## src/logic/mandel_pkg.sv

```systemverilog
package mandel_pkg;

	////////////////////////////////////////////////////////////
	// Fixed-point formats
	////////////////////////////////////////////////////////////

	// Signed 4.23, used for c and z
	typedef logic signed [26:0] fix_t;

	// Full product of two fix_t values
	typedef logic signed [53:0] prod_t;

	// Signed 8.23 for squares and their sum
	typedef logic signed [30:0] sq_t;

	// Fraction bits of fix_t
	localparam int FRAC_BITS = 23;

	// Escape when |z|^2 is strictly above 4.0
	localparam sq_t ESCAPE_BOUND = sq_t'(4 << FRAC_BITS);

	////////////////////////////////////////////////////////////
	// Frame, count and colour types
	////////////////////////////////////////////////////////////

	// Pixel column or row
	typedef logic [9:0] coord_t;

	// Iteration count
	typedef logic [9:0] iter_t;

	// RRRGGGBB
	typedef logic [7:0] color_t;

	// Band 0 is count >= max_iter
	// Band k is count >= (max_iter >> k) for k = 1..8
	localparam int PALETTE_BANDS = 9;

	// Counts under every threshold fall back to band 8
	localparam color_t PALETTE_COLORS [PALETTE_BANDS] = '{
		8'h00,
		8'h64,
		8'h64,
		8'hA9,
		8'h65,
		8'h25,
		8'h6A,
		8'h92,
		8'h92
	};

endpackage

```

## src/logic/palette_lut.sv

```systemverilog
`timescale 1ns/1ps

module palette_lut #(
	parameter mandel_pkg::iter_t MAX_ITER = 10'd1000
) (
	input  mandel_pkg::iter_t  count,
	output mandel_pkg::color_t color
);
	import mandel_pkg::*;

	// Thresholds halve per band
	// Walk from the last band down so the lowest matching band wins
	always_comb begin
		color = PALETTE_COLORS[PALETTE_BANDS - 1];
		for (int k = PALETTE_BANDS - 1; k >= 0; k--) begin
			if (count >= (MAX_ITER >> k)) begin
				color = PALETTE_COLORS[k];
			end
		end
	end

endmodule

```

## src/logic/plane_scanner.sv

```systemverilog
`timescale 1ns/1ps

module plane_scanner #(
	parameter mandel_pkg::coord_t H_PIXELS = 10'd640,
	parameter mandel_pkg::coord_t V_PIXELS = 10'd480,
	parameter mandel_pkg::iter_t  MAX_ITER = 10'd1000,
	parameter mandel_pkg::fix_t   X_START  = -27'sd16777216,
	parameter mandel_pkg::fix_t   Y_START  = 27'sd8388608,
	parameter mandel_pkg::fix_t   X_STEP   = 27'sd39321,
	parameter mandel_pkg::fix_t   Y_STEP   = 27'sd34952
) (
	input  logic               clk,
	input  logic               rst,
	input  logic               start,
	output logic               busy,
	output logic               req_valid,
	output mandel_pkg::fix_t   req_cr,
	output mandel_pkg::fix_t   req_ci,
	input  logic               req_ready,
	input  logic               res_valid,
	input  mandel_pkg::iter_t  res_count,
	output logic               res_ready,
	output logic               pix_valid,
	output mandel_pkg::coord_t pix_x,
	output mandel_pkg::coord_t pix_y,
	output mandel_pkg::color_t pix_color,
	input  logic               pix_ready,
	output logic               frame_done
);
	import mandel_pkg::*;

	localparam coord_t H_LAST = H_PIXELS - 1'b1;
	localparam coord_t V_LAST = V_PIXELS - 1'b1;

	typedef enum logic [1:0] {
		ST_IDLE,
		ST_SCAN,
		ST_DRAIN
	} state_t;

	state_t state;

	// Next point to issue
	coord_t col;
	coord_t row;
	fix_t cr_run;
	fix_t ci_run;

	// Coordinates of the point inside the iterator
	coord_t fly_x;
	coord_t fly_y;

	color_t lut_color;
	logic req_take;
	logic res_take;
	logic pix_take;
	logic last_req;
	logic last_pix;

	assign req_take = req_valid & req_ready;
	assign res_take = res_valid & res_ready;
	assign pix_take = pix_valid & pix_ready;

	assign last_req = (col == H_LAST) && (row == V_LAST);
	assign last_pix = (pix_x == H_LAST) && (pix_y == V_LAST);

	// Output register free, or emptying this cycle
	assign res_ready = !pix_valid || pix_ready;

	assign req_cr = cr_run;
	assign req_ci = ci_run;
	assign busy = (state != ST_IDLE);

	palette_lut #(
		.MAX_ITER(MAX_ITER)
	) u_palette (
		.count(res_count),
		.color(lut_color)
	);

	////////////////////////////////////////////////////////////
	// Frame sequencing and handshakes
	////////////////////////////////////////////////////////////

	always_ff @(posedge clk or posedge rst) begin
		if (rst) begin
			state <= ST_IDLE;
			req_valid <= 1'b0;
			pix_valid <= 1'b0;
			frame_done <= 1'b0;
		end else begin
			frame_done <= 1'b0;
			case (state)
				ST_IDLE: begin
					// First request goes out with the start
					if (start) begin
						state <= ST_SCAN;
						req_valid <= 1'b1;
					end
				end
				ST_SCAN: begin
					if (req_take && last_req) begin
						state <= ST_DRAIN;
					end
				end
				ST_DRAIN: begin
					// Final pixel leaves
					if (pix_take && last_pix) begin
						state <= ST_IDLE;
						frame_done <= 1'b1;
					end
				end
				default: begin
					state <= ST_IDLE;
				end
			endcase

			// Next request once the previous result is parked in the output
			if (req_take) begin
				req_valid <= 1'b0;
			end else if (res_take && state == ST_SCAN) begin
				req_valid <= 1'b1;
			end

			if (res_take) begin
				pix_valid <= 1'b1;
			end else if (pix_take) begin
				pix_valid <= 1'b0;
			end
		end
	end

	////////////////////////////////////////////////////////////
	// Coordinate stepping and pixel register
	////////////////////////////////////////////////////////////

	always_ff @(posedge clk) begin
		if (state == ST_IDLE && start) begin
			col <= '0;
			row <= '0;
			cr_run <= X_START;
			ci_run <= Y_START;
		end else if (req_take) begin
			fly_x <= col;
			fly_y <= row;
			if (col == H_LAST) begin
				// Row wrap, back to the left edge and one row down
				col <= '0;
				row <= row + 1'b1;
				cr_run <= X_START;
				ci_run <= ci_run - Y_STEP;
			end else begin
				col <= col + 1'b1;
				cr_run <= cr_run + X_STEP;
			end
		end

		// Coloured result with its coordinates
		if (res_take) begin
			pix_x <= fly_x;
			pix_y <= fly_y;
			pix_color <= lut_color;
		end
	end

endmodule

```

## config.mk

```make
export PLATFORM = sky130hd
export DESIGN_NAME = plane_scanner
export DESIGN_NICKNAME = d
export VERILOG_FILES = /design/src/logic/mandel_pkg.sv /design/src/logic/palette_lut.sv /design/src/logic/plane_scanner.sv
export SDC_FILE = /design/constraint.sdc
export NUM_CORES = 1
export LEC_CHECK = 0
export BUFFER_PORTS_ARGS = -buffer_cell sky130_fd_sc_hd__clkbuf_2
export CORE_ASPECT_RATIO = 1.1
export CORE_MARGIN = 4
export CORE_UTILIZATION = 33
export CTS_CLUSTER_DIAMETER = 30
export DETAILED_ROUTE_END_ITERATION = 8
export GPL_TIMING_DRIVEN = 1
export PLACE_DENSITY_LB_ADDON = 0.12
export SLEW_MARGIN = 5
export SYNTH_ARGS = -nofsm -noshare
export SYNTH_HDL_FRONTEND = slang
export SYNTH_SLANG_ARGS = --single-unit
```

## constraint.sdc

```tcl
create_clock -name clk -period 4.5 [get_ports clk]
set_clock_uncertainty 0.1 [all_clocks]
set_input_delay 0.225 -clock clk [delete_from_list [all_inputs] [get_ports clk]]
set_output_delay 0.225 -clock clk [all_outputs]
set_load 0.005 [all_outputs]
```

; ---- Word-level counts from Yosys, hierarchy flattened
; Index checks and enable logic that the tools add are counted.
[word_totals]
output_inout_bits = 87
wordCells = 78
register_bits = 127
[classes]
bitwise = 4
n_addsub = 4
reduce_logical = 19
magnitude_cmp = 7
mux = 20
n_eq_ne = 9
[ops]
columns = op, count
row1 = two-way mux 8 bit, 4
row2 = adder 27 x 17 -> 27 bit (second input constant), 1
row3 = two-way mux 27 bit, 1
row4 = subtractor 27 x 17 -> 27 bit (second input constant), 1
row5 = adder 10 x 1 -> 10 bit (second input constant), 2
row6 = == test 10 bit (second input constant), 2
row7 = == test 10 x 9 -> 1 bit (second input constant), 2
row8 = two-way mux 7 bit, 2
row9 = >= comparator 10 bit (second input constant), 1
row10 = >= comparator 10 x 4 -> 1 bit (second input constant), 1
row11 = >= comparator 10 x 5 -> 1 bit (second input constant), 1
row12 = >= comparator 10 x 6 -> 1 bit (second input constant), 1
row13 = >= comparator 10 x 7 -> 1 bit (second input constant), 1
row14 = >= comparator 10 x 8 -> 1 bit (second input constant), 1
row15 = >= comparator 10 x 9 -> 1 bit (second input constant), 1
row16 = two-way mux 10 bit, 1
row17 = two-way mux 1 bit, 8
row18 = logical AND 1 bit, 6
row19 = two-way mux 2 bit, 3
row20 = inequality test 2 bit (second input constant), 3
row21 = one-hot mux 2 bit (3 select lines), 1
row22 = AND reduction 2 bit, 3
row23 = nonzero test 3 bit, 2
row24 = OR reduction 6 bit, 1
row25 = other kinds (10), 13

; ---- Longest topological paths before layout
; Gate-level depths: netlist of the first run.
[depth]
depth_word = 7
ltp_mapped = 8

; ---- Cells and area by module
; A second synthesis of the first run with hierarchy kept.
[unflattened]
cells_unflattened = 487
hier_area_um2 = 5223.8
[modules_own_cells]
columns = module, area_each_um2, cells_per_inst, n_inst
row1 = plane_scanner, 4996.0, 453, 1
row2 = palette_lut, 227.7, 34, 1

; ---- Least setup slack after synthesis of the first run
; No wires, ideal clock.
[synth_timing]
path_kind = register -> register
from = reg req_valid
to = reg fly_x[0] (enable)
setup_ns = 0.397
slack_ns = 2.167
synth_period_minus_slack_ns = 2.333
arrival_ns = 1.837
n_path_buf = 2
path_stages_with_launch = 5
cell_sequence = dfrtp_1 clkbuf_1 nand2_1 clkbuf_1 nor2_1
[synth_via]
elab_chain_cells = 2
[synth_lines]
columns = element, line_no
row1 = start: declaration, plane_scanner.sv:16  ; output logic req_valid,
row2 = start signal: assignment, plane_scanner.sv:88  ; req_valid <= 1'b0;
row3 = start signal: assignment, plane_scanner.sv:98  ; req_valid <= 1'b1;
row4 = start signal: assignment, plane_scanner.sv:120  ; req_valid <= 1'b0;
row5 = AND 1 bit, plane_scanner.sv:60  ; assign req_take = req_valid & req_ready;
row6 = AND reduction 2 bit (no line), n/a
row7 = end signal: assignment, plane_scanner.sv:144  ; fly_x <= col;
row8 = end: declaration, plane_scanner.sv:50  ; coord_t fly_x;
; Every way passes these cells.
; A chain may end at the register's enable or synchronous reset.

; ---- Worst setup path in the final report of the first run
[layout_timing]
from = reg col[9]
to = reg ci_run[21] (netlist: req_ci[21])
[layout_via]
elab_chain_cells = 2
[layout_lines]
columns = element, line_no
row1 = start: declaration, plane_scanner.sv:44  ; coord_t col;
row2 = start signal: assignment, plane_scanner.sv:153  ; col <= col + 1'b1;
row3 = == test 10 bit, plane_scanner.sv:146  ; if (col == H_LAST) begin
row4 = AND reduction 2 bit (no line), n/a
row5 = end signal: assignment, plane_scanner.sv:151  ; ci_run <= ci_run - Y_STEP;
row6 = end: declaration, plane_scanner.sv:47  ; fix_t ci_run;
; Every way passes these cells.

==> results of run 1 <==
-- through the flow --
stage / area, sq um / power (mW) / std cells / setup WS (ns)
after floorplan: 5530 / 1.86 / 544 / 2.17
after global placement: 6200 / 2.10 / 824 / 2.18
after detailed placement: 6200 / 2.11 / 824 / 2.07
after CTS: 6820 / 3.50 / 858 / 2.03
after global routing: 6820 / 3.64 / 858 / 1.85
final: 6820 / 3.46 / 858 / 2.09
-- placed cells by master (no fill, tap or decap), types with 16 or more instances in the layout --
cell,instances
nand3_1,16
mux2i_1,22
edfxtp_1,48
nand4_1,17
nand2_1,47
a21oi_1,32
clkbuf_16,17
nor2_1,49
dfxtp_1,71
clkbuf_2,99
o21ai_0,17
nand2b_1,22
-- cell type report --
type	instances	area, sq um	share of cell area, %
Sequential cell	124	2990	43.8
Inverter	7	26.3	0.385
Clock buffer	20	447	6.55
Clock inverter	12	146	2.15
Tap cell	204	255	3.74
Timing Repair Buffer	105	546	8.00
Multi-Input combinational cell	386	2410	35.3
-- cells in the mapped netlist, drive strengths merged, types with 4 or more instances --
library cell  instances
nor3                 10
nor3b                 4
a21oi                32
o21a                  4
dfrtp                 5
and2                  7
inv                   7
nand2                47
a211oi                8
or3b                  4
o21ai                17
dfxtp                71
nand3                16
edfxtp               48
xor2                 13
nand2b               22
and4                  4
nand4                17
mux2i                22
buf                   8
clkbuf               19
or4                  12
ha                    4
nor4                 13
nor2                 49
o31ai                 8
or3                  14
o211ai                6
xnor2                14
-- cell families after synthesis --
| family | count (synthesis) |
|---|---|
| other cells | 1 |
| xor+xnor | 27 |
| flops | 124 |
| mux | 22 |
| buf+inv | 34 |
| simple gates | 229 |
| compound gates | 101 |
| fa+ha+maj | 4 |
-- flip-flops by register name, indices dropped and copies added (netlist names), 10 cells and up --
register  cells
req_cr       27
req_ci       24
col          10
fly_x        10
fly_y        10
pix_x        10
pix_y        10
row          10
-- power groups by stage --
| stage | combinational, mW | sequential, mW | clock, mW |
|---|---|---|---|
| 2_1_floorplan | 0.353 | 1.51 | 0 |
| 3_3_place_gp | 0.540 | 1.56 | 0 |
| 3_5_place_dp | 0.550 | 1.56 | 0 |
| 4_1_cts | 0.552 | 1.54 | 1.40 |
| 5_1_grt | 0.617 | 1.57 | 1.45 |
| 6_report | 0.544 | 1.54 | 1.37 |
-- critical path, stage by stage, from the launching register on --
cell and delay [ns]:
dfxtp_1 0.38, nor3b_1 0.73, nand3_1 0.14, buf_4 0.25
a2111oi_0 0.51, mux2i_1 0.23
-- repair_timing --
action | CTS | global route
hold buffers | 2 | 0
endpoints found under the hold margin | 6 | 0
endpoints found under the setup margin | 0 | 0
buffers inserted | 0 | 0
resized for setup | 0 | 0
-- per-layer routing --
metal | vias up | wire, um | GRT usage (%)
li1 | 2215 | - | -
met1 | 2088 | 6390 | 18.7
met2 | 100 | 5940 | 22.5
met3 | 16 | 658 | 4.69
met4 | 0 | 191 | 5.64
met5 | - | 0 | 0
-- how the worst max path moves through the flow --
stage	end	from	cells past startpoint	slack (ns)
finish	req_ci[21]	col[9]	5	2.09
CTS	req_ci[21]	col[9]	5	2.03
global placement	req_ci[25]	col[9]	5	2.18
detailed placement	req_ci[21]	col[9]	5	2.07
global route	req_ci[21]	col[9]	5	1.85
floorplan	fly_x[0]	req_valid	4	2.17
==> flow_summary.toml, run 1 <==
[sta]
maxSlewViolCount = 0
fmax_mhz = 414
whs_ns = 0.0752
slew_headroom_pct = 18.5
rsz0062_at_grt = "no"
setup_viol = 0
period_share_pct = 53.6
hold_viol = 0
min_period_ns = 2.41
worst_pin_slew_ns = 1.22
setup_tns_ns = 0

[logic_synthesis]
synth_compound_area_share_pct = 11.9
synthXorXnorAreaFrac_pct = 4.29
yosysUniqueCellTypes = 56
seq_area_frac_synth_pct = 54.1
synthFlopType = "dfxtp_1"
synth_top_family_by_area = "simple AND/OR/NAND/NOR gates"
synth_top_area_share_pct = 26.1
synth.ff_latch_count = 124
syn_area_per_cell_sq_um = 10.2
post-synth-top-area-cell = "edfxtp_1"
synth_area_leaders = "edfxtp_1, dfxtp_1, mux2i_1"
ys_warn_count = 0
synth_fa_ha_area_share_pct = 0.907
synthesis.instances = 542
synth_edf_count = 48
async_reset_ff_share_pct = 4.03
syn-cell-area_sq_um = 5520
yosys.area_share.simple_pct = 22.1
synth.area.mux_share_pct = 3.99

[grt]
grt_start_max_net_pins = 31
grt_first_pass_wirelength_um = 21900
grt_pass1_vias = 4142
grt-ovfl-total = 0
antenna_found_initial = 0
grt_usage_pct = 14.4

[drt]
dr.pass1.iters = 4
drt_iter0_drc = 171
finalWirelength_um = 13200
drc = 0
drtAntennaViolNets = 0
wl_per_cell_um = 15.4
route.vias.total = 4419
via_per_inst = 5.15

[cts]
cts_buffers = 17
clk_latency_ns = 0.41
htreeDepth = 4
root_buffer = "clkbuf_16"
clk_pin_slew_ns = 0.06
cts_tree = "done"
cts.sinks = 124
cts.path.max_buffers = 2

[floorplanning]
die_w_um = 131
start_util_pct = 33.7
rows = 49
fp.dieH_um = 144
core-area_sq_um = 16400
dieArea_sq_um = 18900
ios = 103

[critical_path]
cp.arrival_ns = 2.66
r2r-start = "col[9]"
cp.required_ns = 4.75
rrSetupSlack_ns = 2.09
criticalPathCategory = "register to register"
cp-end-kind = "register"
r2r_cells = 5
r2r_end = "req_ci[21]"
crit_path_start_kind = "register"
critPathMaxFanout = 25

[flow_run]
cap_viol_max_count = 0

[final_layout]
area_growth_pct = 23.6
nFillCells = 1600
layout.nets = 661
num_antenna_cells = 0
drive_gt1_share_pct = 21.9
utilization_pct = 41.6

[pwr]
irDropWorstVdd_v = 0.000289
comb_power_share_pct = 15.7
switching_share_pct = 28.7
powerDensity_nw_per_um2 = 507
clockPowerShare_pct = 39.6
leakagePower_nw = 2.67
p_seq_share_pct = 44.6
p_sw_mw = 0.993
p_int_mw = 2.47

[outcome]
status = "finished clean"

[placed_design]
numPortBuffers = 99
dp.final_hpwl_um = 9270
place_congestion = 0.824

[worst_hold_path]
hold_depth = 3
whs_endpoint = "pix_valid"
hold_path_class = "input pin to register"
hold_path_startpoint = "pix_ready"
Note: power is estimated with default switching activity, not from simulation.
==> run 2: changes to the inputs <==
clock period = 2.09 ns   (was 4.5 ns; I/O delays follow)
==> run 2 against run 1 <==
  * Critical path type unchanged
  * Count of clock-buffer cells in the layout decreased by 3
  * Core utilization rose by 4.4 points
  * Worst setup slack got worse by 2.1 ns
  * Critical endpoint is now req_ci[22]
  * Die area unchanged
==> flow_summary.toml, run 2 (synthesis results as in run 1) <==
[outcome]
status = "finished clean"

[sta]
hold_viol = 0
fmax_mhz = 486
rsz0062_at_grt = "yes"
setup_viol = 0
maxSlewViolCount = 0
min_period_ns = 2.06
period_share_pct = 98.4
whs_ns = 0.0271

[critical_path]
crit_path_start_kind = "register"
max_stage_delay_ns = 0.50
critPathMaxFanout = 5
crit_start = "req_ci[3]"
cp_cell_sequence = "buf_4 -> o41a_1 -> o31a_1 -> or4_1 -> a21oi_1"
cp_top_family = "compound AO/OA/AOI/OAI gates"
r2r-start = "req_ci[3]"
slowest_stage = "or4_1"
cp.required_ns = 2.33
crit_buf_inv = 1
cp-end-kind = "register"
cp.arrival_ns = 2.30
criticalPathCategory = "register to register"

[grt]
antenna_found_initial = 0
grt-ovfl-total = 0
grt_usage_pct = 14.7
grt_first_pass_wirelength_um = 22600
grt_pass1_vias = 4516
grt_start_max_net_pins = 29

[floorplanning]
rows = 49
start_util_pct = 33.7
ios = 103
die_w_um = 131
core-area_sq_um = 16400
dieArea_sq_um = 18900
fp.dieH_um = 144

[cts]
clk_pin_slew_ns = 0.06
cts.sinks = 124
cts.path.max_buffers = 2
cts_tree = "done"
cts_buffers = 17
clk_latency_ns = 0.41
htreeDepth = 4
root_buffer = "clkbuf_16"

[worst_hold_path]
hold_path_class = "input pin to register"
hold_path_startpoint = "res_count[5]"

[final_layout]
layout_common_cells = "clkbuf_2, dfxtp_1, buf_4"
drive_gt1_share_pct = 31.9
fin_area_sq_um = 7540
layoutNonFillerInstCount = 926
layout.nets = 729
largest_reg_flops = 27
area_growth_pct = 36.6
num_antenna_cells = 0
layout_commonest_cell = "clkbuf_2"

[pwr]
p_total_mw = 8.01
irDropWorstVdd_v = 0.000477
leakagePower_nw = 3.05
powerDensity_nw_per_um2 = 1060

[drt]
via_per_inst = 4.98
drt_iter0_drc = 177
dr.pass1.iters = 5
route.vias.total = 4615
drc = 0
finalWirelength_um = 13700
wl_per_cell_um = 14.7
drtAntennaViolNets = 0

[placed_design]
place_congestion = 0.813
numPortBuffers = 99
dp.final_hpwl_um = 9760
place_inst = 889
placement.cell_area_sq_um = 6720

[flow_run]
cap_viol_max_count = 0
[run 2: timing repair]
item / in CTS / in global routing
buffers inserted: 0 / 2
endpoints found under the setup margin: 7 / 16
gates resized for setup: 10 / 18
endpoints found under the hold margin: 6 / 0
gates cloned: 0 / 1
pin swaps: 1 / 7
hold buffers: 3 / 0
[run 2: path summary, 6_finish.rpt]
| path | to | slack, ns | cells past startpoint |
|---|---|---|---|
| max in group asynchronous | req_valid | 1.65 | 3 |
| worst min register to register | pix_x[4] | 0.32 | 0 |
| worst max-delay path | req_ci[22] | 0.03 | 5 |
| min in group asynchronous | frame_done | 0.04 | 3 |
| worst min-delay path | pix_color[1] | 0.03 | 2 |
| worst max register to register | req_ci[22] | 0.03 | 5 |
[run 2: worst reg2reg max path, stage by stage, from the launching register on]
cell     delay, ns
dfxtp_2       0.32
buf_4         0.14
o41a_1        0.45
o31a_1        0.33
or4_1         0.50
a21oi_1       0.15
[run 2: per-stage QoR]
stage | setup slack, ns | utilization, % | TNS [ns]
global placement | -0.161 | 41.1 | -0.378
detailed placement | -0.177 | 41.1 | -0.640
finish | 0.0328 | 46.1 | 0
global route | -0.0256 | 46.1 | -0.0569
CTS | 0.00762 | 45.4 | 0
floorplan | -0.135 | - | -0.360
[run 2: cell type report]
type	instances	area, sq um
clock buffers	17	425
clock inverters	15	219
fillers	1570	8830
inverters	7	26.3
multi-input cells	387	2540
flip-flops and latches	124	2990
well taps	204	255
repair buffers	172	1080
[run 2: per-layer routing]
layer | vias up | global-route usage, % | routed length [um]
met4 | 0 | 5.31 | 111
met1 | 2166 | 18.3 | 6310
met5 | - | 0 | 0
met2 | 98 | 24.5 | 6570
li1 | 2345 | - | -
met3 | 6 | 4.38 | 661
[run 2: where the power goes]
group          switching [mW]  internal (mW)  leakage, nW
Combinational           0.885          0.772         1.64
Sequential              0.261           2.89         1.10
Clock                    1.08           2.12        0.311
Total                    2.23           5.78         3.05
